**config.mk**
```make
export PLATFORM = sky130hd
export DESIGN_NAME = i2s_tx_top
export DESIGN_NICKNAME = d
export VERILOG_FILES = /design/src/audio_cfg_pkg.sv /design/src/axil_pkg.sv /design/src/i2s_timing_if.sv /design/src/audio_timing.sv /design/src/frame_fifo.sv /design/src/i2s_serializer.sv /design/src/i2s_tx_ctrl.sv /design/src/i2s_tx_top.sv
export SDC_FILE = /design/constraint.sdc
export NUM_CORES = 1
export LEC_CHECK = 0
export CAP_MARGIN = 20
export CORE_ASPECT_RATIO = 1.2
export CORE_MARGIN = 5
export CORE_UTILIZATION = 60
export DETAILED_ROUTE_END_ITERATION = 10
export DONT_BUFFER_PORTS = 1
export HOLD_SLACK_MARGIN = 0.06
export PLACE_DENSITY = 0.76
export SETUP_SLACK_MARGIN = 0.4
export SLEW_MARGIN = 10
export SYNTH_ARGS = -nofsm -noshare
export SYNTH_HDL_FRONTEND = slang
export SYNTH_SLANG_ARGS = --single-unit
```
**constraint.sdc**
```tcl
create_clock -name clk -period 5.35 [get_ports clk]
set_input_delay 0.2675 -clock clk [delete_from_list [all_inputs] [get_ports clk]]
set_output_delay 0.2675 -clock clk [all_outputs]
set_load 0.05 [all_outputs]
```
**src/audio_cfg_pkg.sv**
```systemverilog
// ------------------------------------------------
// Audio format constants and the stereo frame word
// Shared by the FIFO, the serializer and the register block
// ------------------------------------------------
package audio_cfg_pkg;

  localparam int unsigned SAMPLE_W       = 16;            // Bits per channel
  localparam int unsigned BCLK_PER_FRAME = 2 * SAMPLE_W;  // Bit clocks per LRCLK period

  // Left and right halves of one frame
  typedef struct packed {
    logic [SAMPLE_W-1:0] left;   // Upper half goes out first
    logic [SAMPLE_W-1:0] right;
  } frame_pair_t;

  // One stereo frame seen from the bus or from the serializer
  typedef union packed {
    logic [2*SAMPLE_W-1:0] raw;   // Word as written over AXI
    frame_pair_t           pair;  // Channel view
  } frame_u;

endpackage

```
**src/axil_pkg.sv**
```systemverilog
// ------------------------------------------------
// AXI4-Lite widths, response codes and register map
// of the I2S transmitter control block
// ------------------------------------------------
package axil_pkg;

  localparam int unsigned ADDR_W = 4;
  localparam int unsigned DATA_W = 32;

  // Response codes
  localparam logic [1:0] RESP_OKAY   = 2'b00;
  localparam logic [1:0] RESP_SLVERR = 2'b10;

  // Register byte offsets
  localparam logic [ADDR_W-1:0] REG_CTRL   = 4'h0;
  localparam logic [ADDR_W-1:0] REG_STATUS = 4'h4;
  localparam logic [ADDR_W-1:0] REG_DATA   = 4'h8;  // Write only

  // CTRL bits
  localparam int unsigned CTRL_EN_BIT  = 0;
  localparam int unsigned CTRL_CLR_BIT = 1;  // Self clearing

  // STATUS fields
  localparam int unsigned STATUS_LEVEL_LSB    = 0;
  localparam int unsigned STATUS_LEVEL_W      = 8;
  localparam int unsigned STATUS_FULL_BIT     = 8;
  localparam int unsigned STATUS_EMPTY_BIT    = 9;
  localparam int unsigned STATUS_UNDERRUN_BIT = 10;

endpackage

```
**src/i2s_timing_if.sv**
```systemverilog
// ------------------------------------------------
// Bit clock, word select and strobes from the timing
// generator to the serializer
// ------------------------------------------------
`timescale 1ns/1ps

interface i2s_timing_if;

  logic bclk;          // I2S bit clock
  logic lrclk;         // Word select, low for left
  logic fs_pulse;      // One clk per frame
  logic shift_strobe;  // BCLK falling edge
  logic load_strobe;   // Start of a word

  // Timing generator side
  modport source (
    output bclk,
    output lrclk,
    output fs_pulse,
    output shift_strobe,
    output load_strobe
  );

  // Serializer side
  modport sink (
    input bclk,
    input lrclk,
    input fs_pulse,
    input shift_strobe,
    input load_strobe
  );

endinterface

```
**src/audio_timing.sv**
```systemverilog
// ------------------------------------------------
// Fractional-N generator of fs, BCLK and LRCLK from clk
// Exact average rates with edges within one clk of ideal
// Everything holds at zero while enable is low
// ------------------------------------------------
`timescale 1ns/1ps

module audio_timing #(
  parameter int unsigned CLK_RATE     = 24_576_000,  // Hz of clk
  parameter int unsigned AUDIO_RATE   = 48_000,      // fs
  parameter bit          I2S_STANDARD = 1'b1         // 0 left-justified, 1 standard
) (
  input  logic         clk,
  input  logic         reset,
  input  logic         enable,
  i2s_timing_if.source timing,
  output logic         audio_clk  // fs pulse
);

  // Edge rates
  localparam int unsigned LR_EDGE_HZ   = 2 * AUDIO_RATE;  // Two LR edges per frame
  localparam int unsigned BCLK_EDGE_HZ = 2 * AUDIO_RATE * audio_cfg_pkg::BCLK_PER_FRAME;

  // BCLK edges from LR edge to load strobe
  localparam logic [1:0] LOAD_EDGES = I2S_STANDARD ? 2'd2 : 2'd1;

  localparam int unsigned ACC_WIDTH = $clog2(CLK_RATE);
  typedef logic [ACC_WIDTH:0] acc_t;  // Extra bit so the sum never wraps
  localparam acc_t LIMIT = acc_t'(CLK_RATE);

  acc_t acc_fs, acc_lr, acc_be;
  acc_t fs_sum, lr_sum, be_sum;
  logic fs_wrap, lr_wrap, be_wrap;

  logic fs_pulse_r;
  logic lrclk_r;
  logic bclk_r;
  logic lr_edge_pulse;  // Registered LR toggle
  logic b_edge_pulse;   // Registered BCLK toggle
  logic b_fall_pulse;
  logic load_pending;
  logic [1:0] edge_cnt;
  logic load_strobe_r;

  // ------------------------------------------------
  // Accumulator sums
  // ------------------------------------------------
  assign fs_sum  = acc_fs + acc_t'(AUDIO_RATE);
  assign lr_sum  = acc_lr + acc_t'(LR_EDGE_HZ);
  assign be_sum  = acc_be + acc_t'(BCLK_EDGE_HZ);
  assign fs_wrap = (fs_sum >= LIMIT);
  assign lr_wrap = (lr_sum >= LIMIT);
  assign be_wrap = (be_sum >= LIMIT);

  always_ff @(posedge clk or posedge reset) begin
    if (reset) begin
      acc_fs        <= '0;
      acc_lr        <= '0;
      acc_be        <= '0;
      fs_pulse_r    <= 1'b0;
      lrclk_r       <= 1'b0;
      bclk_r        <= 1'b0;
      lr_edge_pulse <= 1'b0;
      b_edge_pulse  <= 1'b0;
      b_fall_pulse  <= 1'b0;
      load_pending  <= 1'b0;
      edge_cnt      <= '0;
      load_strobe_r <= 1'b0;
    end else if (!enable) begin  // Hold everything at zero
      acc_fs        <= '0;
      acc_lr        <= '0;
      acc_be        <= '0;
      fs_pulse_r    <= 1'b0;
      lrclk_r       <= 1'b0;
      bclk_r        <= 1'b0;
      lr_edge_pulse <= 1'b0;
      b_edge_pulse  <= 1'b0;
      b_fall_pulse  <= 1'b0;
      load_pending  <= 1'b0;
      edge_cnt      <= '0;
      load_strobe_r <= 1'b0;
    end else begin
      // fs pulse
      acc_fs     <= fs_wrap ? fs_sum - LIMIT : fs_sum;
      fs_pulse_r <= fs_wrap;

      // LRCLK toggles
      acc_lr        <= lr_wrap ? lr_sum - LIMIT : lr_sum;
      lr_edge_pulse <= lr_wrap;
      if (lr_wrap) lrclk_r <= ~lrclk_r;

      // BCLK toggles
      acc_be       <= be_wrap ? be_sum - LIMIT : be_sum;
      b_edge_pulse <= be_wrap;
      if (be_wrap) bclk_r <= ~bclk_r;

      b_fall_pulse <= b_edge_pulse && !bclk_r;  // Toggle that left bclk low

      // Load strobe counts BCLK edges after each LR edge
      load_strobe_r <= 1'b0;
      if (lr_edge_pulse) begin
        load_pending <= 1'b1;
        edge_cnt     <= '0;
      end else if (load_pending && b_edge_pulse) begin
        if (edge_cnt == LOAD_EDGES - 2'd1) begin
          load_strobe_r <= 1'b1;
          load_pending  <= 1'b0;
        end else begin
          edge_cnt <= edge_cnt + 2'd1;
        end
      end
    end
  end

  // ------------------------------------------------
  // Outputs
  // ------------------------------------------------
  assign audio_clk           = fs_pulse_r;
  assign timing.fs_pulse     = fs_pulse_r;
  assign timing.bclk         = bclk_r;
  assign timing.lrclk        = lrclk_r;
  assign timing.shift_strobe = b_fall_pulse;
  assign timing.load_strobe  = load_strobe_r;

endmodule

```
**src/frame_fifo.sv**
```systemverilog
// ------------------------------------------------
// Synchronous FIFO of stereo frames with a level count
// Head frame is visible on the output before pop
// ------------------------------------------------
`timescale 1ns/1ps

module frame_fifo #(
  parameter int unsigned FIFO_DEPTH = 16  // Power of two
) (
  input  logic                        clk,
  input  logic                        reset,
  input  logic                        push,
  input  audio_cfg_pkg::frame_u       push_frame,
  input  logic                        pop,
  output audio_cfg_pkg::frame_u       head_frame,
  output logic [$clog2(FIFO_DEPTH):0] level,
  output logic                        full,
  output logic                        empty
);

  localparam int unsigned PTR_W = $clog2(FIFO_DEPTH);

  audio_cfg_pkg::frame_u mem [FIFO_DEPTH];

  logic [PTR_W-1:0] wr_ptr, rd_ptr;  // Wrap on their own
  logic do_push, do_pop;

  assign full    = level[PTR_W];  // Only set at exactly FIFO_DEPTH
  assign empty   = (level == '0);
  assign do_push = push && !full;
  assign do_pop  = pop && !empty;

  always_ff @(posedge clk) begin
    if (do_push) mem[wr_ptr] <= push_frame;
  end

  always_ff @(posedge clk or posedge reset) begin
    if (reset) begin
      wr_ptr <= '0;
      rd_ptr <= '0;
      level  <= '0;
    end else begin
      if (do_push) wr_ptr <= wr_ptr + 1'b1;
      if (do_pop)  rd_ptr <= rd_ptr + 1'b1;
      case ({do_push, do_pop})
        2'b10:   level <= level + 1'b1;
        2'b01:   level <= level - 1'b1;
        default: level <= level;  // Both or neither
      endcase
    end
  end

  assign head_frame = mem[rd_ptr];

endmodule

```
**src/i2s_serializer.sv**
```systemverilog
// ------------------------------------------------
// Loads one frame per LRCLK period and shifts it out
// MSB first on the BCLK falling-edge strobe
// ------------------------------------------------
`timescale 1ns/1ps

module i2s_serializer (
  input  logic                  clk,
  input  logic                  reset,
  input  logic                  enable,
  i2s_timing_if.sink            timing,
  input  audio_cfg_pkg::frame_u head_frame,
  input  logic                  fifo_empty,
  output logic                  pop,
  output logic                  underrun,
  output logic                  sdata
);

  localparam int unsigned FRAME_W = audio_cfg_pkg::BCLK_PER_FRAME;

  logic [FRAME_W-1:0] shreg;  // Left word in the upper half
  logic               left_load;

  // lrclk low at load time marks the left word
  assign left_load = timing.load_strobe && !timing.lrclk;

  always_ff @(posedge clk or posedge reset) begin
    if (reset) begin
      shreg    <= '0;
      pop      <= 1'b0;
      underrun <= 1'b0;
    end else begin
      pop      <= 1'b0;
      underrun <= 1'b0;
      if (!enable) begin
        shreg <= '0;
      end else if (left_load) begin
        if (fifo_empty) begin
          shreg    <= '0;  // Send silence
          underrun <= 1'b1;
        end else begin
          shreg <= {head_frame.pair.left, head_frame.pair.right};
          pop   <= 1'b1;   // FIFO advances on the next edge
        end
      end else if (timing.shift_strobe) begin
        shreg <= {shreg[FRAME_W-2:0], 1'b0};
      end
    end
  end

  assign sdata = enable && shreg[FRAME_W-1];  // One clk after the strobe

endmodule

```
**src/i2s_tx_ctrl.sv**
```systemverilog
// ------------------------------------------------
// AXI4-Lite slave with CTRL, STATUS and DATA registers
// DATA writes become FIFO pushes and underrun is sticky
// ------------------------------------------------
`timescale 1ns/1ps

module i2s_tx_ctrl #(
  parameter int unsigned FIFO_DEPTH = 16
) (
  input  logic                          clk,
  input  logic                          reset,
  // AXI4-Lite write channels
  input  logic                          awvalid,
  output logic                          awready,
  input  logic [axil_pkg::ADDR_W-1:0]   awaddr,
  input  logic                          wvalid,
  output logic                          wready,
  input  logic [axil_pkg::DATA_W-1:0]   wdata,
  input  logic [axil_pkg::DATA_W/8-1:0] wstrb,
  output logic                          bvalid,
  input  logic                          bready,
  output logic [1:0]                    bresp,
  // AXI4-Lite read channels
  input  logic                          arvalid,
  output logic                          arready,
  input  logic [axil_pkg::ADDR_W-1:0]   araddr,
  output logic                          rvalid,
  input  logic                          rready,
  output logic [axil_pkg::DATA_W-1:0]   rdata,
  output logic [1:0]                    rresp,
  // FIFO and serializer status
  input  logic [$clog2(FIFO_DEPTH):0]   fifo_level,
  input  logic                          fifo_full,
  input  logic                          fifo_empty,
  input  logic                          underrun,
  // Control outputs
  output logic                          push,
  output audio_cfg_pkg::frame_u         push_frame,
  output logic                          enable
);

  localparam int unsigned LVL_FIELD_W = axil_pkg::STATUS_LEVEL_W;

  logic                        write_fire;
  logic                        read_fire;
  logic                        underrun_flag;  // Sticky
  logic [LVL_FIELD_W-1:0]      level_field;
  logic [axil_pkg::DATA_W-1:0] strb_mask;
  logic [axil_pkg::DATA_W-1:0] status_word;

  assign write_fire  = awvalid && awready && wvalid && wready;
  assign read_fire   = arvalid && arready;
  assign level_field = LVL_FIELD_W'(fifo_level);

  // Byte lanes of wdata kept by wstrb
  always_comb begin
    for (int i = 0; i < axil_pkg::DATA_W / 8; i++) begin
      strb_mask[8*i +: 8] = {8{wstrb[i]}};
    end
  end

  always_comb begin
    status_word = '0;
    status_word[axil_pkg::STATUS_LEVEL_LSB +: LVL_FIELD_W] = level_field;
    status_word[axil_pkg::STATUS_FULL_BIT]     = fifo_full;
    status_word[axil_pkg::STATUS_EMPTY_BIT]    = fifo_empty;
    status_word[axil_pkg::STATUS_UNDERRUN_BIT] = underrun_flag;
  end

  // ------------------------------------------------
  // Write path
  // ------------------------------------------------
  always_ff @(posedge clk or posedge reset) begin
    if (reset) begin
      awready       <= 1'b0;
      wready        <= 1'b0;
      bvalid        <= 1'b0;
      bresp         <= axil_pkg::RESP_OKAY;
      push          <= 1'b0;
      enable        <= 1'b0;
      underrun_flag <= 1'b0;
    end else begin
      awready <= 1'b0;
      wready  <= 1'b0;
      push    <= 1'b0;
      // Accept AW and W together, never with a response pending
      if (awvalid && wvalid && !awready && !bvalid) begin
        awready <= 1'b1;
        wready  <= 1'b1;
      end
      if (bvalid && bready) bvalid <= 1'b0;
      if (write_fire) begin
        bvalid <= 1'b1;
        bresp  <= axil_pkg::RESP_OKAY;
        case (awaddr)
          axil_pkg::REG_CTRL: begin
            if (wstrb[0]) begin
              enable <= wdata[axil_pkg::CTRL_EN_BIT];
              if (wdata[axil_pkg::CTRL_CLR_BIT]) underrun_flag <= 1'b0;
            end
          end
          axil_pkg::REG_STATUS: bresp <= axil_pkg::RESP_OKAY;  // Read only
          axil_pkg::REG_DATA: begin
            if (fifo_full) bresp <= axil_pkg::RESP_SLVERR;  // Frame dropped
            else           push  <= 1'b1;
          end
          default: bresp <= axil_pkg::RESP_SLVERR;
        endcase
      end
      if (underrun) underrun_flag <= 1'b1;  // Set wins over clear
    end
  end

  always_ff @(posedge clk) begin
    if (write_fire) push_frame.raw <= wdata & strb_mask;
  end

  // ------------------------------------------------
  // Read path
  // ------------------------------------------------
  always_ff @(posedge clk or posedge reset) begin
    if (reset) begin
      arready <= 1'b0;
      rvalid  <= 1'b0;
    end else begin
      arready <= 1'b0;
      if (arvalid && !arready && !rvalid) arready <= 1'b1;
      if (read_fire)             rvalid <= 1'b1;
      else if (rvalid && rready) rvalid <= 1'b0;
    end
  end

  // Status snapshot taken at address accept
  always_ff @(posedge clk) begin
    if (read_fire) begin
      rdata <= '0;
      rresp <= axil_pkg::RESP_OKAY;
      case (araddr)
        axil_pkg::REG_CTRL:   rdata[axil_pkg::CTRL_EN_BIT] <= enable;
        axil_pkg::REG_STATUS: rdata <= status_word;
        axil_pkg::REG_DATA:   rdata <= '0;  // Write only reads as zero
        default:              rresp <= axil_pkg::RESP_SLVERR;
      endcase
    end
  end

endmodule

```
**src/i2s_tx_top.sv**
```systemverilog
// ------------------------------------------------
// I2S transmitter top level with an AXI4-Lite slave
// Register block, frame FIFO, timing and serializer
// ------------------------------------------------
`timescale 1ns/1ps

module i2s_tx_top #(
  parameter int unsigned CLK_RATE     = 24_576_000,
  parameter int unsigned AUDIO_RATE   = 48_000,
  parameter bit          I2S_STANDARD = 1'b1,
  parameter int unsigned FIFO_DEPTH   = 16
) (
  input  logic                          clk,
  input  logic                          reset,
  // AXI4-Lite slave
  input  logic                          awvalid,
  output logic                          awready,
  input  logic [axil_pkg::ADDR_W-1:0]   awaddr,
  input  logic                          wvalid,
  output logic                          wready,
  input  logic [axil_pkg::DATA_W-1:0]   wdata,
  input  logic [axil_pkg::DATA_W/8-1:0] wstrb,
  output logic                          bvalid,
  input  logic                          bready,
  output logic [1:0]                    bresp,
  input  logic                          arvalid,
  output logic                          arready,
  input  logic [axil_pkg::ADDR_W-1:0]   araddr,
  output logic                          rvalid,
  input  logic                          rready,
  output logic [axil_pkg::DATA_W-1:0]   rdata,
  output logic [1:0]                    rresp,
  // I2S pins
  output logic                          i2s_bclk,
  output logic                          i2s_lrclk,
  output logic                          i2s_sdata,
  output logic                          audio_clk
);

  logic                        enable;
  logic                        push;
  audio_cfg_pkg::frame_u       push_frame;
  audio_cfg_pkg::frame_u       head_frame;
  logic                        pop;
  logic [$clog2(FIFO_DEPTH):0] fifo_level;
  logic                        fifo_full;
  logic                        fifo_empty;
  logic                        underrun;

  i2s_timing_if timing_bus ();

  i2s_tx_ctrl #(.FIFO_DEPTH(FIFO_DEPTH)) i_ctrl (
    .clk, .reset,
    .awvalid, .awready, .awaddr, .wvalid, .wready, .wdata, .wstrb,
    .bvalid, .bready, .bresp,
    .arvalid, .arready, .araddr, .rvalid, .rready, .rdata, .rresp,
    .fifo_level, .fifo_full, .fifo_empty, .underrun,
    .push, .push_frame, .enable
  );

  audio_timing #(
    .CLK_RATE    (CLK_RATE),
    .AUDIO_RATE  (AUDIO_RATE),
    .I2S_STANDARD(I2S_STANDARD)
  ) i_timing (
    .clk, .reset, .enable,
    .timing   (timing_bus.source),
    .audio_clk
  );

  frame_fifo #(.FIFO_DEPTH(FIFO_DEPTH)) i_fifo (
    .clk, .reset, .push, .push_frame, .pop, .head_frame,
    .level (fifo_level),
    .full  (fifo_full),
    .empty (fifo_empty)
  );

  i2s_serializer i_serializer (
    .clk, .reset, .enable,
    .timing    (timing_bus.sink),
    .head_frame,
    .fifo_empty,
    .pop,
    .underrun,
    .sdata     (i2s_sdata)
  );

  // Pin clocks straight from the generator
  assign i2s_bclk  = timing_bus.bclk;
  assign i2s_lrclk = timing_bus.lrclk;

endmodule

```
==> results.sh <==
export IMPL_yosys_warnings=0
export IMPL_cts_path_max_buffers=3
export IMPL_r2r_cells=12
export IMPL_synth_area_leaders="edfxtp_1, mux4_2, dfrtp_1"
export IMPL_rsz0062_at_grt="false"
export IMPL_clk_latency_ns=0.63
export IMPL_status="complete, no violations"
export IMPL_synth_edff_count=552
export IMPL_setup_violations=0
export IMPL_final_setup_tns_ns=0
export IMPL_drtIter0Drc=1380
export IMPL_cts_made_buffers=60
export IMPL_worstSetupEndpointType="flop"
export IMPL_min_period_ns=3.45
export IMPL_cts_sinks=667
export IMPL_critPathArrivalTime_ns=3.99
export IMPL_yosysTopAreaCellShare=0.604
export IMPL_ys_seq_area_frac=0.708
export IMPL_dpl_hpwl_um=30400
export IMPL_critPathMaxFanout=7
export IMPL_clockRootBuffer="clkbuf_16"
export IMPL_hold_end="i_ctrl.rdata[0]"
export IMPL_seq_area_mm2=0.0195
export IMPL_cts_resized=0
export IMPL_synth_area_mm2=0.0275
export IMPL_multi_input_area_mm2=0.00749
export IMPL_start_util=0.609
export IMPL_place_congestion=0.814
export IMPL_hold_viol_final=0
export IMPL_io_pins=96
export IMPL_port_buffers=0
export IMPL_coreArea_mm2=0.0451
export IMPL_cap_violations=0
export IMPL_min_delay_start="arvalid"
export IMPL_hold_path_cell_count=1
export IMPL_grt_pass1_wl_um=90900
export IMPL_p_per_area_mw_per_mm2=324
export IMPL_fillers=2895
export IMPL_synth_most_common_cell="edfxtp_1"
export IMPL_drc=0
export IMPL_ant_nets=0
export IMPL_grt_max_degree=73
export IMPL_critPathKind="reg2reg"
export IMPL_grt_usage=0.243
export IMPL_grt_pass1_vias=14900
export IMPL_synth_common_cells="edfxtp_1, mux4_2, dfrtp_1"
export IMPL_startpoint_type="flop"
export IMPL_required_ns=5.89
export IMPL_tightest_slew_ns=1.10
export IMPL_async_reset_ff_frac=0.172
export IMPL_gr_total_overflow=0
export IMPL_synth_ff_type="edfxtp_1"
export IMPL_maxSlewViolCount=0
export IMPL_reg2reg_setup_slack_ns=1.90
export IMPL_num_vias=14700
export IMPL_post_drt_wl_per_cell_um=26.0
export IMPL_area_delta_synth_final_pct=11.2
export IMPL_ir_worst_vdd_uv=306
export IMPL_holdCritPathClass="in2reg"
export IMPL_fmax_mhz=290
export IMPL_r2r_end="i_timing.acc_lr[19]"
export IMPL_synth_avg_cell_area_um2=17.4
export IMPL_ys_types=76
export IMPL_fin_crit_sh=0.644
export IMPL_nets=1714
export IMPL_leakagePower_nw=10.2
export IMPL_antenna_found_initial=2
export IMPL_rows=85
export IMPL_cts_tree="done"
export IMPL_chipWidth_um=205
export IMPL_relSlewSlack=0.265
export IMPL_drive_above_1_share=0.184
export IMPL_clock_skew_ns=0.0184
export IMPL_die_area_mm2=0.0502
export IMPL_synth_seq_cells=667
export IMPL_cts_clk_slew_worst_paths_ns=0.06
export IMPL_post_cts_setup_buffers=0
export IMPL_yosysTopAreaCell="edfxtp_1"
export IMPL_rr_startpoint="i_timing.acc_lr[14]"
export IMPL_syn_inst=1577
export IMPL_via_per_inst=6.36
export IMPL_fin_cells=2307
export IMPL_dp_cells=2134
export IMPL_routed_wl_um=60000
export IMPL_die_h_um=244
export IMPL_htree_levels=2
export IMPL_first_pass_iters=5
state kept, by name, indices dropped and copies added, names as in the netlist, 5 cells and up:
name,cells
i_ctrl.rdata,7
i_ctrl.push_frame,32
i_timing.acc_fs,19
i_fifo.mem,512
i_timing.acc_be,13
i_fifo.level,5
i_timing.acc_lr,18
i_serializer.shreg,32
power by group:
| group | total, mW | switching, mW | leakage, nW | internal [mW] |
|---|---|---|---|---|
| clock | 4.03 | 1.83 | 0.893 | 2.20 |
| sequential | 5.66 | 0.0638 | 6.56 | 5.60 |
| combinational | 0.197 | 0.127 | 2.76 | 0.0700 |
how the worst max path moves through the flow:
stage	startpoint	to	slack, ns	cells past startpoint
2_1_floorplan	reset	i_ctrl.arready	2.04	1
3_3_place_gp	i_timing.acc_lr[13]	i_timing.acc_lr[19]	2.06	12
3_5_place_dp	i_timing.acc_lr[14]	i_timing.acc_lr[19]	1.93	12
4_1_cts	i_timing.acc_lr[14]	i_timing.acc_lr[19]	1.90	12
5_1_grt	i_timing.acc_lr[8]	i_timing.acc_lr[19]	1.64	14
6_report	i_timing.acc_lr[14]	i_timing.acc_lr[19]	1.90	12
critical path, stage by stage, from the launching register on:
cell and delay [ns]:
dfrtp_1 0.40, or3_1 0.42, a21o_1 0.22, nand2_1 0.15, xor2_1 0.24, ha_1 0.25
or4b_1 0.46, o211a_1 0.15, a21oi_1 0.21, nor2b_1 0.14, o21ai_4 0.28, mux2i_1 0.25
mux2i_1 0.19
cell usage in the layout (no fill, tap or decap), types with 8 or more instances in the layout:
master,count
xor2_1,13
dlygate4sd3_1,58
buf_4,27
nand2_1,76
nor3_1,24
and2_2,16
o21ai_0,85
clkinv_1,9
clkbuf_1,25
and3_1,12
clkinv_2,8
or3_1,9
nor2b_1,8
a21oi_1,63
inv_1,26
xnor2_1,36
nand3_1,15
nor2_1,55
and2_1,49
mux4_2,159
nand2b_1,11
ha_1,16
clkbuf_16,61
mux2i_1,13
conb_1,26
edfxtp_1,552
dfrtp_1,110
stage by stage:
| stage | setup WS, ns | power [mW] | hold WS (ns) | instance area, um2 | utilization |
|---|---|---|---|---|---|
| 2_1_floorplan | 2.04 | 5.90 | 0.375 | 27600 | - |
| 3_3_place_gp | 2.06 | 5.92 | 0.378 | 28100 | 0.623 |
| 3_5_place_dp | 1.93 | 5.93 | 0.382 | 28100 | 0.623 |
| 4_1_cts | 1.90 | 9.95 | 0.124 | 30500 | 0.676 |
| 5_1_grt | 1.64 | 10.2 | 0.151 | 30500 | 0.677 |
| 6_report | 1.90 | 9.89 | 0.145 | 30500 | 0.677 |
logic make-up (layout without fill, tap and decap cells):
kind of cell	count (synthesis)	count (layout)	share of synthesized area
xor+xnor	50	50	0.0162
mux	174	174	0.136
other cells	1	27	0.000137
buf+inv	136	231	0.0230
fa+ha+maj	17	17	0.00802
flops	667	667	0.708
compound gates	222	222	0.0496
simple gates	310	310	0.0586
routing by layer:
layer,vias up,global-route usage,part of all wire
met1,7592,0.324,0.36
met5,-,0,0
met4,0,0.0786,0.033
met2,696,0.419,0.52
met3,126,0.0351,0.083
li1,6266,-,-
cell type report:
| type | count | area share |
|---|---|---|
| Timing Repair Buffer | 88 | 0.0279 |
| Multi-Input combinational cell | 799 | 0.245 |
| Tap cell | 609 | 0.0250 |
| Clock inverter | 21 | 0.00475 |
| Antenna cell | 1 | 0.0000819 |
| Inverter | 30 | 0.00377 |
| Clock buffer | 92 | 0.0558 |
| Sequential cell | 667 | 0.638 |
what timing repair did:
action                                 in CTS  in global routing
setup endpoints to repair                   0                  0
hold buffers                               57                  1
endpoints found under the hold margin     118                 12
Note: power is estimated with default switching activity, not from simulation.
